$ cat config.mk
export PLATFORM = sky130hd
export DESIGN_NAME = accel_top
export DESIGN_NICKNAME = d
export VERILOG_FILES = /design/src/logic/link_pkg.sv /design/src/logic/core_pkg.sv /design/src/logic/global_buffer.sv /design/src/logic/host_link.sv /design/src/logic/mac_core.sv /design/src/logic/accel_top.sv
export VERILOG_INCLUDE_DIRS = /design/src /design/src/logic
export SDC_FILE = /design/constraint.sdc
export NUM_CORES = 1
export LEC_CHECK = 0
export ABC_AREA = 1
export CORE_UTILIZATION = 55
export DETAILED_ROUTE_END_ITERATION = 10
export DONT_BUFFER_PORTS = 1
export PLACE_DENSITY = 0.74
export SYNTH_ARGS = -nofsm -noshare
export SYNTH_HDL_FRONTEND = slang
export SYNTH_SLANG_ARGS = --single-unit
$ cat constraint.sdc
create_clock -name clk -period 10.9 [get_ports clk]
set_clock_uncertainty 0.05 [all_clocks]
set_input_delay 2.18 -clock clk [delete_from_list [all_inputs] [get_ports clk]]
set_output_delay 2.18 -clock clk [all_outputs]
set_load 0.05 [all_outputs]
$ cat src/logic/chip_consts.svh
`ifndef CHIP_CONSTS_SVH
`define CHIP_CONSTS_SVH

// Host link and buffer word width
`define PORT_DATAWIDTH 16

// Global buffer geometry
`define BUF_ADDRWIDTH 4
`define BUF_DEPTH 16

// Words written to one buffer before near_full is raised
`define NEAR_FULL_LEVEL 14

`endif

$ cat src/logic/link_pkg.sv
package link_pkg;

    // ============================================================
    // Host link session phases
    // ============================================================

    // One session walks these in order and returns to ph_config
    typedef enum logic [2:0] {
        ph_config,
        ph_weight,
        ph_act,
        ph_compute,
        ph_read
    } link_phase_t;

endpackage

$ cat src/logic/core_pkg.sv
`include "chip_consts.svh"

package core_pkg;

    // Data word shared by host link, buffers and datapath
    typedef logic signed [`PORT_DATAWIDTH-1:0] word_t;

    // Word count, one bit wider than an address to hold 16
    typedef logic [`BUF_ADDRWIDTH:0] len_t;

    // Opcode field of the config word, bits 15:12
    typedef enum logic [3:0] {
        op_mac      = 4'd1,
        op_mul      = 4'd2,
        op_relu_mac = 4'd3
    } opcode_t;

    typedef enum logic [2:0] {
        cs_idle,
        cs_read,
        cs_accum,
        cs_write,
        cs_done
    } core_state_t;

endpackage

$ cat src/logic/global_buffer.sv
`include "chip_consts.svh"

module global_buffer (
    input  logic                      clk,
    input  logic                      en_wr,
    input  logic [`BUF_ADDRWIDTH-1:0] addr_wr,
    input  core_pkg::word_t           dat_wr,
    input  logic                      en_rd,
    input  logic [`BUF_ADDRWIDTH-1:0] addr_rd,
    output core_pkg::word_t           dat_rd
);

    core_pkg::word_t mem [`BUF_DEPTH];

    // Write lands on the enabled edge
    always_ff @(posedge clk) begin
        if (en_wr) begin
            mem[addr_wr] <= dat_wr;
        end
    end

    // Registered read, data one cycle after en_rd
    always_ff @(posedge clk) begin
        if (en_rd) begin
            dat_rd <= mem[addr_rd];
        end
    end

endmodule

$ cat src/logic/host_link.sv
`include "chip_consts.svh"

module host_link (
    input  logic                      clk,
    input  logic                      rst_n,
    input  logic                      sck,
    input  logic                      cs_n,
    input  logic                      oe_req,
    input  core_pkg::word_t           data_in,
    output core_pkg::word_t           data_out,
    output logic                      data_oe,
    output logic                      config_req,
    output logic                      near_full,
    output logic                      switch_rdwr,
    output logic                      wei_en_wr,
    output logic [`BUF_ADDRWIDTH-1:0] wei_addr_wr,
    output core_pkg::word_t           wei_dat_wr,
    output logic                      act_en_wr,
    output logic [`BUF_ADDRWIDTH-1:0] act_addr_wr,
    output core_pkg::word_t           act_dat_wr,
    output logic                      ofm_en_rd,
    output logic [`BUF_ADDRWIDTH-1:0] ofm_addr_rd,
    input  core_pkg::word_t           ofm_dat_rd,
    output logic                      start,
    output core_pkg::opcode_t         opcode,
    output core_pkg::len_t            length,
    input  logic                      done,
    input  core_pkg::len_t            result_count
);

    link_pkg::link_phase_t phase;
    core_pkg::len_t        wr_cnt;
    core_pkg::len_t        wr_nxt;
    core_pkg::len_t        rd_cnt;
    core_pkg::len_t        rd_nxt;
    logic                  strobe;
    logic                  wr_last;
    logic                  rd_last;
    logic                  rd_kick;
    logic                  ofm_ld;

    // ============================================================
    // Host strobe and buffer write port
    // ============================================================

    // One word per sck pulse while selected
    assign strobe  = sck && !cs_n;
    assign wr_nxt  = wr_cnt + 1'b1;
    assign wr_last = wr_nxt == length;
    assign rd_nxt  = rd_cnt + 1'b1;
    assign rd_last = rd_nxt == result_count;

    assign wei_en_wr   = strobe && (phase == link_pkg::ph_weight);
    assign wei_addr_wr = wr_cnt[`BUF_ADDRWIDTH-1:0];
    assign wei_dat_wr  = data_in;

    assign act_en_wr   = strobe && (phase == link_pkg::ph_act);
    assign act_addr_wr = wr_cnt[`BUF_ADDRWIDTH-1:0];
    assign act_dat_wr  = data_in;

    // Warn the host as the current buffer fills up
    assign near_full = ((phase == link_pkg::ph_weight) || (phase == link_pkg::ph_act))
                       && (wr_cnt >= core_pkg::len_t'(`NEAR_FULL_LEVEL));

    // First result is fetched on entry to the read phase, the rest on each sck
    assign ofm_en_rd   = rd_kick || (strobe && (phase == link_pkg::ph_read) && !rd_last);
    assign ofm_addr_rd = rd_kick ? '0 : rd_nxt[`BUF_ADDRWIDTH-1:0];

    // ============================================================
    // Session sequencer
    // ============================================================
    always_ff @(posedge clk or negedge rst_n) begin
        if (!rst_n) begin
            phase       <= link_pkg::ph_config;
            config_req  <= 1'b1;
            switch_rdwr <= 1'b0;
            start       <= 1'b0;
            rd_kick     <= 1'b0;
            wr_cnt      <= '0;
            rd_cnt      <= '0;
            opcode      <= core_pkg::op_mac;
            length      <= '0;
        end else begin
            start   <= 1'b0;
            rd_kick <= 1'b0;
            case (phase)
                link_pkg::ph_config: begin
                    if (strobe) begin
                        opcode     <= core_pkg::opcode_t'(data_in[`PORT_DATAWIDTH-1 -: 4]);
                        length     <= data_in[`BUF_ADDRWIDTH:0];
                        wr_cnt     <= '0;
                        config_req <= 1'b0;
                        phase      <= link_pkg::ph_weight;
                    end
                end
                link_pkg::ph_weight: begin
                    if (strobe) begin
                        if (wr_last) begin
                            wr_cnt <= '0;
                            phase  <= link_pkg::ph_act;
                        end else begin
                            wr_cnt <= wr_nxt;
                        end
                    end
                end
                link_pkg::ph_act: begin
                    if (strobe) begin
                        if (wr_last) begin
                            wr_cnt <= '0;
                            start  <= 1'b1;
                            phase  <= link_pkg::ph_compute;
                        end else begin
                            wr_cnt <= wr_nxt;
                        end
                    end
                end
                link_pkg::ph_compute: begin
                    // Hand the pad over to the host for readback
                    if (done) begin
                        switch_rdwr <= 1'b1;
                        rd_kick     <= 1'b1;
                        rd_cnt      <= '0;
                        phase       <= link_pkg::ph_read;
                    end
                end
                link_pkg::ph_read: begin
                    if (strobe) begin
                        if (rd_last) begin
                            switch_rdwr <= 1'b0;
                            config_req  <= 1'b1;
                            phase       <= link_pkg::ph_config;
                        end else begin
                            rd_cnt <= rd_nxt;
                        end
                    end
                end
                default: begin
                    phase <= link_pkg::ph_config;
                end
            endcase
        end
    end

    // ============================================================
    // Result output and pad turnaround
    // ============================================================
    always_ff @(posedge clk or negedge rst_n) begin
        if (!rst_n) begin
            ofm_ld   <= 1'b0;
            data_out <= '0;
            data_oe  <= 1'b0;
        end else begin
            ofm_ld  <= ofm_en_rd;
            // Pad drives one cycle after the request
            data_oe <= switch_rdwr && oe_req;
            if (ofm_ld) begin
                data_out <= ofm_dat_rd;
            end
        end
    end

endmodule

$ cat src/logic/mac_core.sv
`include "chip_consts.svh"

module mac_core (
    input  logic                      clk,
    input  logic                      rst_n,
    input  logic                      start,
    input  core_pkg::opcode_t         opcode,
    input  core_pkg::len_t            length,
    output logic                      done,
    output core_pkg::len_t            result_count,
    output logic                      wei_en_rd,
    output logic [`BUF_ADDRWIDTH-1:0] wei_addr_rd,
    output logic                      act_en_rd,
    output logic [`BUF_ADDRWIDTH-1:0] act_addr_rd,
    input  core_pkg::word_t           wei_dat_rd,
    input  core_pkg::word_t           act_dat_rd,
    output logic                      ofm_en_wr,
    output logic [`BUF_ADDRWIDTH-1:0] ofm_addr_wr,
    output core_pkg::word_t           ofm_dat_wr
);

    core_pkg::core_state_t     state;
    core_pkg::len_t            idx;
    core_pkg::len_t            idx_nxt;
    logic [`BUF_ADDRWIDTH-1:0] prod_idx;
    core_pkg::word_t           prod;
    logic                      prod_vld;
    core_pkg::word_t           acc;
    core_pkg::word_t           sum;
    core_pkg::word_t           sum_clamp;
    logic                      is_mul;
    logic                      drain;

    assign is_mul  = opcode == core_pkg::op_mul;
    assign idx_nxt = idx + 1'b1;

    // Wrapping 16-bit sum including the pending product
    assign sum       = acc + prod;
    assign sum_clamp = ((opcode == core_pkg::op_relu_mac) && sum[`PORT_DATAWIDTH-1]) ?
                       '0 : sum;

    // Previous product is used up while the next pair is read
    assign drain = (state == core_pkg::cs_read) && prod_vld;

    // ============================================================
    // Buffer ports
    // ============================================================
    assign wei_en_rd   = state == core_pkg::cs_read;
    assign wei_addr_rd = idx[`BUF_ADDRWIDTH-1:0];
    assign act_en_rd   = state == core_pkg::cs_read;
    assign act_addr_rd = idx[`BUF_ADDRWIDTH-1:0];

    always_comb begin
        ofm_en_wr   = state == core_pkg::cs_write;
        ofm_addr_wr = '0;
        ofm_dat_wr  = sum_clamp;
        // Elementwise mode stores each product at its own index
        if (is_mul) begin
            ofm_en_wr   = drain || (state == core_pkg::cs_write);
            ofm_addr_wr = prod_idx;
            ofm_dat_wr  = prod;
        end
    end

    assign done         = state == core_pkg::cs_done;
    assign result_count = is_mul ? length : core_pkg::len_t'(1);

    // ============================================================
    // Control FSM
    // ============================================================
    always_ff @(posedge clk or negedge rst_n) begin
        if (!rst_n) begin
            state    <= core_pkg::cs_idle;
            idx      <= '0;
            acc      <= '0;
            prod_vld <= 1'b0;
        end else begin
            case (state)
                core_pkg::cs_idle: begin
                    if (start) begin
                        idx      <= '0;
                        acc      <= '0;
                        prod_vld <= 1'b0;
                        state    <= core_pkg::cs_read;
                    end
                end
                core_pkg::cs_read: begin
                    if (drain && !is_mul) begin
                        acc <= sum;
                    end
                    prod_vld <= 1'b0;
                    state    <= core_pkg::cs_accum;
                end
                core_pkg::cs_accum: begin
                    prod_vld <= 1'b1;
                    if (idx_nxt == length) begin
                        state <= core_pkg::cs_write;
                    end else begin
                        idx   <= idx_nxt;
                        state <= core_pkg::cs_read;
                    end
                end
                core_pkg::cs_write: begin
                    prod_vld <= 1'b0;
                    state    <= core_pkg::cs_done;
                end
                core_pkg::cs_done: begin
                    state <= core_pkg::cs_idle;
                end
                default: begin
                    state <= core_pkg::cs_idle;
                end
            endcase
        end
    end

    // Product register, low half of the signed product
    always_ff @(posedge clk) begin
        if (state == core_pkg::cs_accum) begin
            prod     <= wei_dat_rd * act_dat_rd;
            prod_idx <= idx[`BUF_ADDRWIDTH-1:0];
        end
    end

endmodule

$ cat src/logic/accel_top.sv
`include "chip_consts.svh"

module accel_top (
    input  logic            clk,
    input  logic            rst_n,
    input  logic            sck,
    input  logic            cs_n,
    input  logic            oe_req,
    input  core_pkg::word_t data_in,
    output core_pkg::word_t data_out,
    output logic            data_oe,
    output logic            config_req,
    output logic            near_full,
    output logic            switch_rdwr
);

    // ============================================================
    // Buffer and core wiring
    // ============================================================
    logic                      wei_en_wr;
    logic [`BUF_ADDRWIDTH-1:0] wei_addr_wr;
    core_pkg::word_t           wei_dat_wr;
    logic                      wei_en_rd;
    logic [`BUF_ADDRWIDTH-1:0] wei_addr_rd;
    core_pkg::word_t           wei_dat_rd;
    logic                      act_en_wr;
    logic [`BUF_ADDRWIDTH-1:0] act_addr_wr;
    core_pkg::word_t           act_dat_wr;
    logic                      act_en_rd;
    logic [`BUF_ADDRWIDTH-1:0] act_addr_rd;
    core_pkg::word_t           act_dat_rd;
    logic                      ofm_en_wr;
    logic [`BUF_ADDRWIDTH-1:0] ofm_addr_wr;
    core_pkg::word_t           ofm_dat_wr;
    logic                      ofm_en_rd;
    logic [`BUF_ADDRWIDTH-1:0] ofm_addr_rd;
    core_pkg::word_t           ofm_dat_rd;
    logic                      start;
    logic                      done;
    core_pkg::opcode_t         opcode;
    core_pkg::len_t            length;
    core_pkg::len_t            result_count;

    host_link host_link_i (
        .clk          (clk),
        .rst_n        (rst_n),
        .sck          (sck),
        .cs_n         (cs_n),
        .oe_req       (oe_req),
        .data_in      (data_in),
        .data_out     (data_out),
        .data_oe      (data_oe),
        .config_req   (config_req),
        .near_full    (near_full),
        .switch_rdwr  (switch_rdwr),
        .wei_en_wr    (wei_en_wr),
        .wei_addr_wr  (wei_addr_wr),
        .wei_dat_wr   (wei_dat_wr),
        .act_en_wr    (act_en_wr),
        .act_addr_wr  (act_addr_wr),
        .act_dat_wr   (act_dat_wr),
        .ofm_en_rd    (ofm_en_rd),
        .ofm_addr_rd  (ofm_addr_rd),
        .ofm_dat_rd   (ofm_dat_rd),
        .start        (start),
        .opcode       (opcode),
        .length       (length),
        .done         (done),
        .result_count (result_count)
    );

    mac_core mac_core_i (
        .clk          (clk),
        .rst_n        (rst_n),
        .start        (start),
        .opcode       (opcode),
        .length       (length),
        .done         (done),
        .result_count (result_count),
        .wei_en_rd    (wei_en_rd),
        .wei_addr_rd  (wei_addr_rd),
        .act_en_rd    (act_en_rd),
        .act_addr_rd  (act_addr_rd),
        .wei_dat_rd   (wei_dat_rd),
        .act_dat_rd   (act_dat_rd),
        .ofm_en_wr    (ofm_en_wr),
        .ofm_addr_wr  (ofm_addr_wr),
        .ofm_dat_wr   (ofm_dat_wr)
    );

    // Written by the host link, read by the core
    global_buffer wei_buf (
        .clk     (clk),
        .en_wr   (wei_en_wr),
        .addr_wr (wei_addr_wr),
        .dat_wr  (wei_dat_wr),
        .en_rd   (wei_en_rd),
        .addr_rd (wei_addr_rd),
        .dat_rd  (wei_dat_rd)
    );

    global_buffer act_buf (
        .clk     (clk),
        .en_wr   (act_en_wr),
        .addr_wr (act_addr_wr),
        .dat_wr  (act_dat_wr),
        .en_rd   (act_en_rd),
        .addr_rd (act_addr_rd),
        .dat_rd  (act_dat_rd)
    );

    // Written by the core, read back by the host link
    global_buffer ofm_buf (
        .clk     (clk),
        .en_wr   (ofm_en_wr),
        .addr_wr (ofm_addr_wr),
        .dat_wr  (ofm_dat_wr),
        .en_rd   (ofm_en_rd),
        .addr_rd (ofm_addr_rd),
        .dat_rd  (ofm_dat_rd)
    );

endmodule

==> results_dict.tcl, run 1 <==
set metrics [dict create \
    hpwl_microns 56000 \
    final_cell_mix "edfxtp_1, nand2_1, nor2_1" \
    muxShareOfSynthArea_pct 0.446 \
    grt_pass1_vias 25500 \
    syn2layout_area_growth_pct 9.58 \
    synth_xor_area_share_pct 1.05 \
    cts_tree "done" \
    reg2regPathDepth 19 \
    hold_path.startpoint "ofm_buf.dat_rd[11]" \
    drv_cap 0 \
    yosysSeqAreaShare_pct 66.5 \
    synth_edf_count 836 \
    drt-met1-wl_microns 37200 \
    ys_types 50 \
    power.switching_w 0.00361 \
    timing.rr.end "mac_core_i.prod[15]" \
    setup_viol 0 \
    crit_start "act_buf.dat_rd[2]" \
    internal_power_w 0.00723 \
    timing.hold.ws_ps 412 \
    finalCritPeriodShare_pct 49.6 \
    yosysTopAreaCellShare_pct 62.2 \
    cts_buffers 91 \
    yosysWarnings 0 \
    coreArea_sq_mm 0.0721 \
    antenna_found_initial 2 \
    cts_sinks 905 \
    postPlaceCellArea_sq_mm 0.0414 \
    multi_input_area_sq_mm 0.0117 \
    synth-simple-area-share_pct 9.61 \
    total_power_w 0.0108 \
    route.met2.wl_microns 46700 \
    via_per_inst 6.01 \
    cts-root-buf "clkbuf_16" \
    cts_max_path_buffers 3 \
    clockPowerShare_pct 27.7 \
    path_clk_slew_ps 60 \
    top_layer_used "met5" \
    worst_ep_required_time_ps 11230 \
    clock_latency_ps 670 \
    end_kind "register" \
    synth.area.top_cells "edfxtp_1, nand2_1, dfrtp_1" \
    p_leak_nw 16.5 \
    p_seq_share_pct 40.3 \
    cts_hold_buf 0 \
    crit_path_start_kind "register" \
    grt_pass1_wl_microns 147000 \
    rr_startpoint "act_buf.dat_rd[2]" \
    dp_slack_ps 5530 \
    fin_setup_tns_ps 0 \
    ys_ff_latch 905 \
    antenna_left 0 \
    synth-adder-area-share_pct 6.51 \
    drc 0 \
    dr_total_vias 26000 \
    p_comb_share_pct 32.0 \
    finalInstanceArea_sq_mm 0.0442 \
    ir_drop_mv 0.511 \
    max_freq_mhz 185 \
    nets 3491 \
    cp.arrival_ps 5730 \
    fin_crit_ps 5400 \
    post_cts_resized 0 \
    final-max-slew-violation-count 0 \
    post_drt_wl_per_cell_microns 22.2 \
    wirelength_microns 96100 \
    grt.total_usage_pct 26.0 \
    synthesis.nets 3510 \
    synth_ff_type "edfxtp_1" \
    met3_length_microns 8810 \
    min-delay-path-class "register to register" \
    worstSetupPathType "register to register" \
    fill_cells 5430 \
    die_area_sq_mm 0.0745 \
    io_buffers 0 \
    syn_inst 3327 \
    io_pins 41 \
    avgSynthCellArea_sq_um 12.1 \
    mostFrequentLayoutCell "edfxtp_1" \
    hold_depth 1 \
    gp_congestion 0.896 \
    post_cts_buffers 0 \
    rrSetupSlack_ps 5500 \
    synthArstFlopShare_pct 7.62 \
    worstHoldEndpoint "host_link_i.data_out[11]" \
    swShare_pct 33.3 \
    synth-compound-area-share_pct 11.1 \
    die_y_microns 273 \
    relSlewSlack_pct 18.7 \
    drtPass1Iterations 6 \
    setup_ws_ps 5500 \
    grt-ovfl-total 0 \
    fp.dieW_microns 273 \
    finalHoldViolCount 0 \
    synth_top_area_cell "edfxtp_1" \
    cts_max_level 3 \
    syn-cell-area_sq_mm 0.0404 \
    cp_max_fo 15 \
    seq_area_sq_mm 0.0268 \
    initial_core_util_pct 56.0 \
    drive_gt1_share_pct 7.34 \
    synth_top_family_by_area "compound AO/OA/AOI/OAI gates" \
    worst_pin_slew_ps 1210 \
    grt_max_degree 88 \
    rsz0062_at_grt "no" \
    fp-row-count 98 \
    drt-initial-drc-count 3006 \
    powerDensity_mw_per_mm2 245 \
    status "complete, no violations" \
]
==> final cells by class <==
type                    count  area share, %
flip-flops and latches    905           60.7
multi-input cells        1937           26.3
clock buffers             113           5.33
well taps                 950           2.69
inverters                 303           2.59
repair buffers             70           1.19
clock inverters            53           1.18
diodes                      1        0.00566
==> state kept, by name (all words and copies together) (netlist names), 3 cells and up <==
name / cells
host_link_i.rd_cnt: 5
wei_buf.dat_rd: 16
mac_core_i.prod_idx: 4
act_buf.mem: 256
act_buf.dat_rd: 16
host_link_i.opcode: 4
mac_core_i.state: 3
mac_core_i.idx: 5
mac_core_i.acc: 16
mac_core_i.prod: 16
host_link_i.data_out: 16
host_link_i.length: 5
ofm_buf.dat_rd: 16
ofm_buf.mem: 256
wei_buf.mem: 256
host_link_i.wr_cnt: 5
host_link_i.phase: 3
==> worst max-delay path, stage by stage (launching register included) <==
cell and delay, ps:
edfxtp_1 710, nand2_1 170, fa_1 520, fa_1 580, fa_1 450, fa_1 540, inv_1 50, fa_1 470
inv_1 50, fa_1 470, inv_1 40, ha_1 380, nand2_1 70, nor2_1 140, nand2_1 70, o211ai_1 90
a31o_2 140, inv_1 40, nand2_1 50, nand2_1 40
==> power groups by stage <==
stage	registers (W)	clock network [W]	logic (W)
CTS	0.00436	0.00302	0.00350
global route	0.00438	0.00315	0.00408
global placement	0.00443	0	0.00339
floorplan	0.00437	0	0.00276
finish	0.00436	0.00300	0.00347
detailed placement	0.00444	0	0.00348
==> logic make-up after synthesis <==
kind of cell / after synthesis
AOI/OAI and AO/OA: 745
xor gates and xnor gates: 46
adders and majority gates: 162
buffers and inverters: 485
DFF: 905
muxes: 16
and+or+nand+nor: 968
==> per-stage QoR <==
stage / utilization, % / std cells
after floorplan: - / 3327
after detailed placement: 57.4 / 4165
after global routing: 61.3 / 4331
after global placement: 57.4 / 4165
after CTS: 61.3 / 4331
final: 61.4 / 4332
==> worst max path at each step <==
| stage | end | slack, ps | cells after the start |
|---|---|---|---|
| finish | mac_core_i.prod[15] | 5500 | 19 |
| global route | mac_core_i.prod[15] | 5150 | 19 |
| CTS | mac_core_i.prod[15] | 5480 | 19 |
| detailed placement | mac_core_i.prod[15] | 5530 | 19 |
| global placement | mac_core_i.prod[15] | 5590 | 19 |
| floorplan | mac_core_i.prod[15] | 5680 | 21 |
==> cell usage after synthesis (18+ instances only) <==
library cell	instances
inv_1	299
nand2_1	530
edfxtp_1	836
dfrtp_1	67
nand3_1	99
o211ai_1	18
o221ai_1	111
fa_1	80
clkbuf_1	124
buf_2	40
a21oi_1	194
xor2_1	31
o21ai_0	276
o22ai_1	95
ha_1	82
nor2_1	298
==> metal layers <==
layer  vias up  track usage, %
met5         -               0
met4         2            10.4
met3       206            4.42
met2      1225            42.7
met1     12800            34.5
li1      11800               -
No activity file was read; power rests on OpenSTA's default activity.
==> inputs of run 2 (changes only) <==
Settings changed: ABC_AREA 1 to 0.
Clock period 10.9 ns to 5 ns, I/O delays scaled along.
==> run 2 against run 1 <==
Compared with the run above: the flow now finishes with violations (negative setup slack); critical endpoint is now mac_core_i.prod[14]; largest power group unchanged; first-iteration DRC count shrank 37%; flip-flop and latch count is the same; hold slack lost 280 ps; combinational power grew 82%.
==> results_dict.tcl, run 2 <==
set metrics [dict create \
    grt_pass1_wl_microns 136000 \
    antenna_left 0 \
    yosysSeqAreaShare_pct 67.7 \
    synth.most_common_cell "edfxtp_1" \
    dp_slack_ps -274 \
    syn-cell-area_sq_mm 0.0396 \
    die_y_microns 270 \
    synth.area.top_cells "edfxtp_1, mux4_2, dfrtp_1" \
    powerDensity_mw_per_mm2 497 \
    status "complete, but fails checks" \
    grt_pass1_vias 22300 \
    worst_pin_slew_ps 1190 \
    timing.hold.ws_ps 135 \
    fp-row-count 98 \
    total_power_w 0.0224 \
    internal_power_w 0.0159 \
    worst_ep_required_time_ps 5340 \
    via_per_inst 6.13 \
    avgSynthCellArea_sq_um 17.1 \
    antenna_found_initial 3 \
    critical_path.slowest_cell "fa_1" \
    synth_ff_type "edfxtp_1" \
    cts_max_level 3 \
    io_buffers 0 \
    wirelength_microns 89600 \
    synth_commonest_cells "edfxtp_1, mux4_2, nand2_1" \
    p_leak_nw 15.4 \
    nets 2632 \
    io_pins 41 \
    drc 0 \
    fill_cells 4859 \
    initial_core_util_pct 55.5 \
    p_comb_share_pct 28.2 \
    synthArstFlopShare_pct 7.62 \
    relSlewSlack_pct 20.9 \
    grt_max_degree 79 \
    clockPowerShare_pct 30.5 \
    post_drt_wl_per_cell_microns 25.8 \
    ys_ff_latch 905 \
    finalHoldViolCount 0 \
    cts_tree "done" \
    final-max-slew-violation-count 0 \
    swShare_pct 28.8 \
    drt-initial-drc-count 1892 \
    syn2layout_area_growth_pct 13.4 \
    crit_family "adder cells" \
    synthesis.nets 2500 \
    drtPass1Iterations 7 \
    max_freq_mhz 193 \
    fp.dieW_microns 270 \
    cp.arrival_ps 5520 \
    fin_setup_tns_ps -334 \
    final_cell_mix "edfxtp_1, mux4_2, nand2_1" \
    mostFrequentLayoutCell "edfxtp_1" \
    worstSetupPathType "register to register" \
    end_kind "register" \
    die_area_sq_mm 0.0731 \
    finalCritPeriodShare_pct 103 \
    power.switching_w 0.00645 \
    clock_latency_ps 670 \
    reg.largest.list "act_buf.mem (256), ofm_buf.mem (256), wei_buf.mem (256)" \
    yosysTopAreaCellShare_pct 63.3 \
    syn_inst 2317 \
    cts-root-buf "clkbuf_16" \
    p_seq_share_pct 41.3 \
    min-delay-path-class "input port to asynchronous set/reset pin" \
    drive_gt1_share_pct 23.9 \
    cts_max_path_buffers 3 \
    path_cells "buf_6 -> buf_4 -> and2_4 -> fa_1 -> inv_2 -> fa_1 -> fa_1 -> fa_1 -> inv_2 -> fa_1 -> inv_1 -> fa_1 -> inv_2 -> ha_4 -> o21ai_1 -> a21oi_2 -> nor3_2 -> a311o_1" \
    ys_types 67 \
    crit_path_start_kind "register" \
    synth_edf_count 836 \
    setup_viol 4 \
    coreArea_sq_mm 0.0714 \
    grt-ovfl-total 0 \
    yosysWarnings 0 \
    crit_top_cell "fa_1" \
    crit_buf_inv 6 \
    setup_ws_ps -171 \
    ir_drop_mv 0.905 \
    hpwl_microns 53600 \
    dr_total_vias 21300 \
    final_util_pct 63.0 \
    fin_crit_ps 5170 \
    rsz0062_at_grt "yes" \
    crit_path_max_incr_delay_ps 540 \
    gp_congestion 0.854 \
    cts_buffers 88 \
    path_clk_slew_ps 70 \
    grt.total_usage_pct 24.9 \
    cts_sinks 905 \
    synth_top_area_cell "edfxtp_1" \
    cp_max_fo 3 \
    drv_cap 0 \
    violations "negative setup slack" \
]
run 2: cell types whose count changed in the layout (fill, tap and decap cells not counted), moves of 76 or more:
cell	before	now
o22ai_1	95	19
a21oi_1	194	37
o21ai_0	276	49
nand3_1	99	14
o221ai_1	111	16
nand2_1	529	164
mux4_2	0	191
inv_1	294	131
nor2_1	295	70
run 2: logic make-up (layout without fill, tap and decap cells):
group / count (synthesis) / count (layout) / share of synthesized area [%]
DFF: 905 / 905 / 67.7
and+or+nand+nor: 421 / 421 / 5.00
AOI/OAI and AO/OA: 278 / 278 / 4.83
buffers and inverters: 257 / 458 / 2.48
muxes: 220 / 220 / 11.7
adders and majority gates: 162 / 162 / 6.63
xor gates and xnor gates: 74 / 74 / 1.67
other: 0 / 1 / 0
run 2: routing by layer:
metal / global-route usage [%] / up-vias / part of all wire, %
li1: - / 9143 / -
met1: 31.7 / 11000 / 38
met2: 43.3 / 898 / 52
met3: 4.28 / 192 / 7.0
met4: 8.34 / 6 / 2.9
met5: 0 / - / 0.050
run 2: layout make-up:
cell class | count | area (sq um) | share of cell area [%]
clock buffer | 110 | 2350 | 5.24
tap | 950 | 1190 | 2.64
timing repair buffer | 157 | 1260 | 2.81
antenna | 1 | 2.50 | 0.00557
sequential | 905 | 26800 | 59.7
multi-input combinational | 1155 | 12100 | 27.0
inverter | 142 | 533 | 1.19
clock inverter | 49 | 637 | 1.42
run 2: final timing paths:
kind                              startpoint                      end  slack, ps  cells past startpoint
max                        act_buf.dat_rd[6]      mac_core_i.prod[14]       -170                     18
min in group clk                  data_in[2]       wei_buf.mem[10][2]        380                      0
min                                    rst_n    host_link_i.opcode[0]        140                      0
min reg2reg                ofm_buf.dat_rd[5]  host_link_i.data_out[5]        430                      1
max reg2reg                act_buf.dat_rd[6]      mac_core_i.prod[14]       -170                     18
max in group asynchronous              rst_n        mac_core_i.idx[0]       4360                      1
run 2: power groups by stage:
stage          Sequential, W  Combinational (W)  Clock [W]
2_1_floorplan        0.00926            0.00349          0
3_3_place_gp         0.00936            0.00493          0
3_5_place_dp         0.00938            0.00509          0
4_1_cts              0.00923            0.00570    0.00691
5_1_grt              0.00925            0.00695    0.00719
6_report             0.00923            0.00631    0.00682
run 2: what timing repair did:
action                                 4_1_cts  5_1_grt
pin swaps                                   25       43
setup endpoints to repair                    5        5
endpoints found under the hold margin       67        0
hold buffers                                 1        0
setup buffers                               15       15
gates cloned                                 0        0
gates resized for setup                     33       39
run 2: per-stage QoR:
stage,area [sq um],std cells
6_report,45000,3469
5_1_grt,45000,3468
4_1_cts,44700,3453
3_5_place_dp,41400,3278
3_3_place_gp,41400,3278
2_1_floorplan,39600,2317
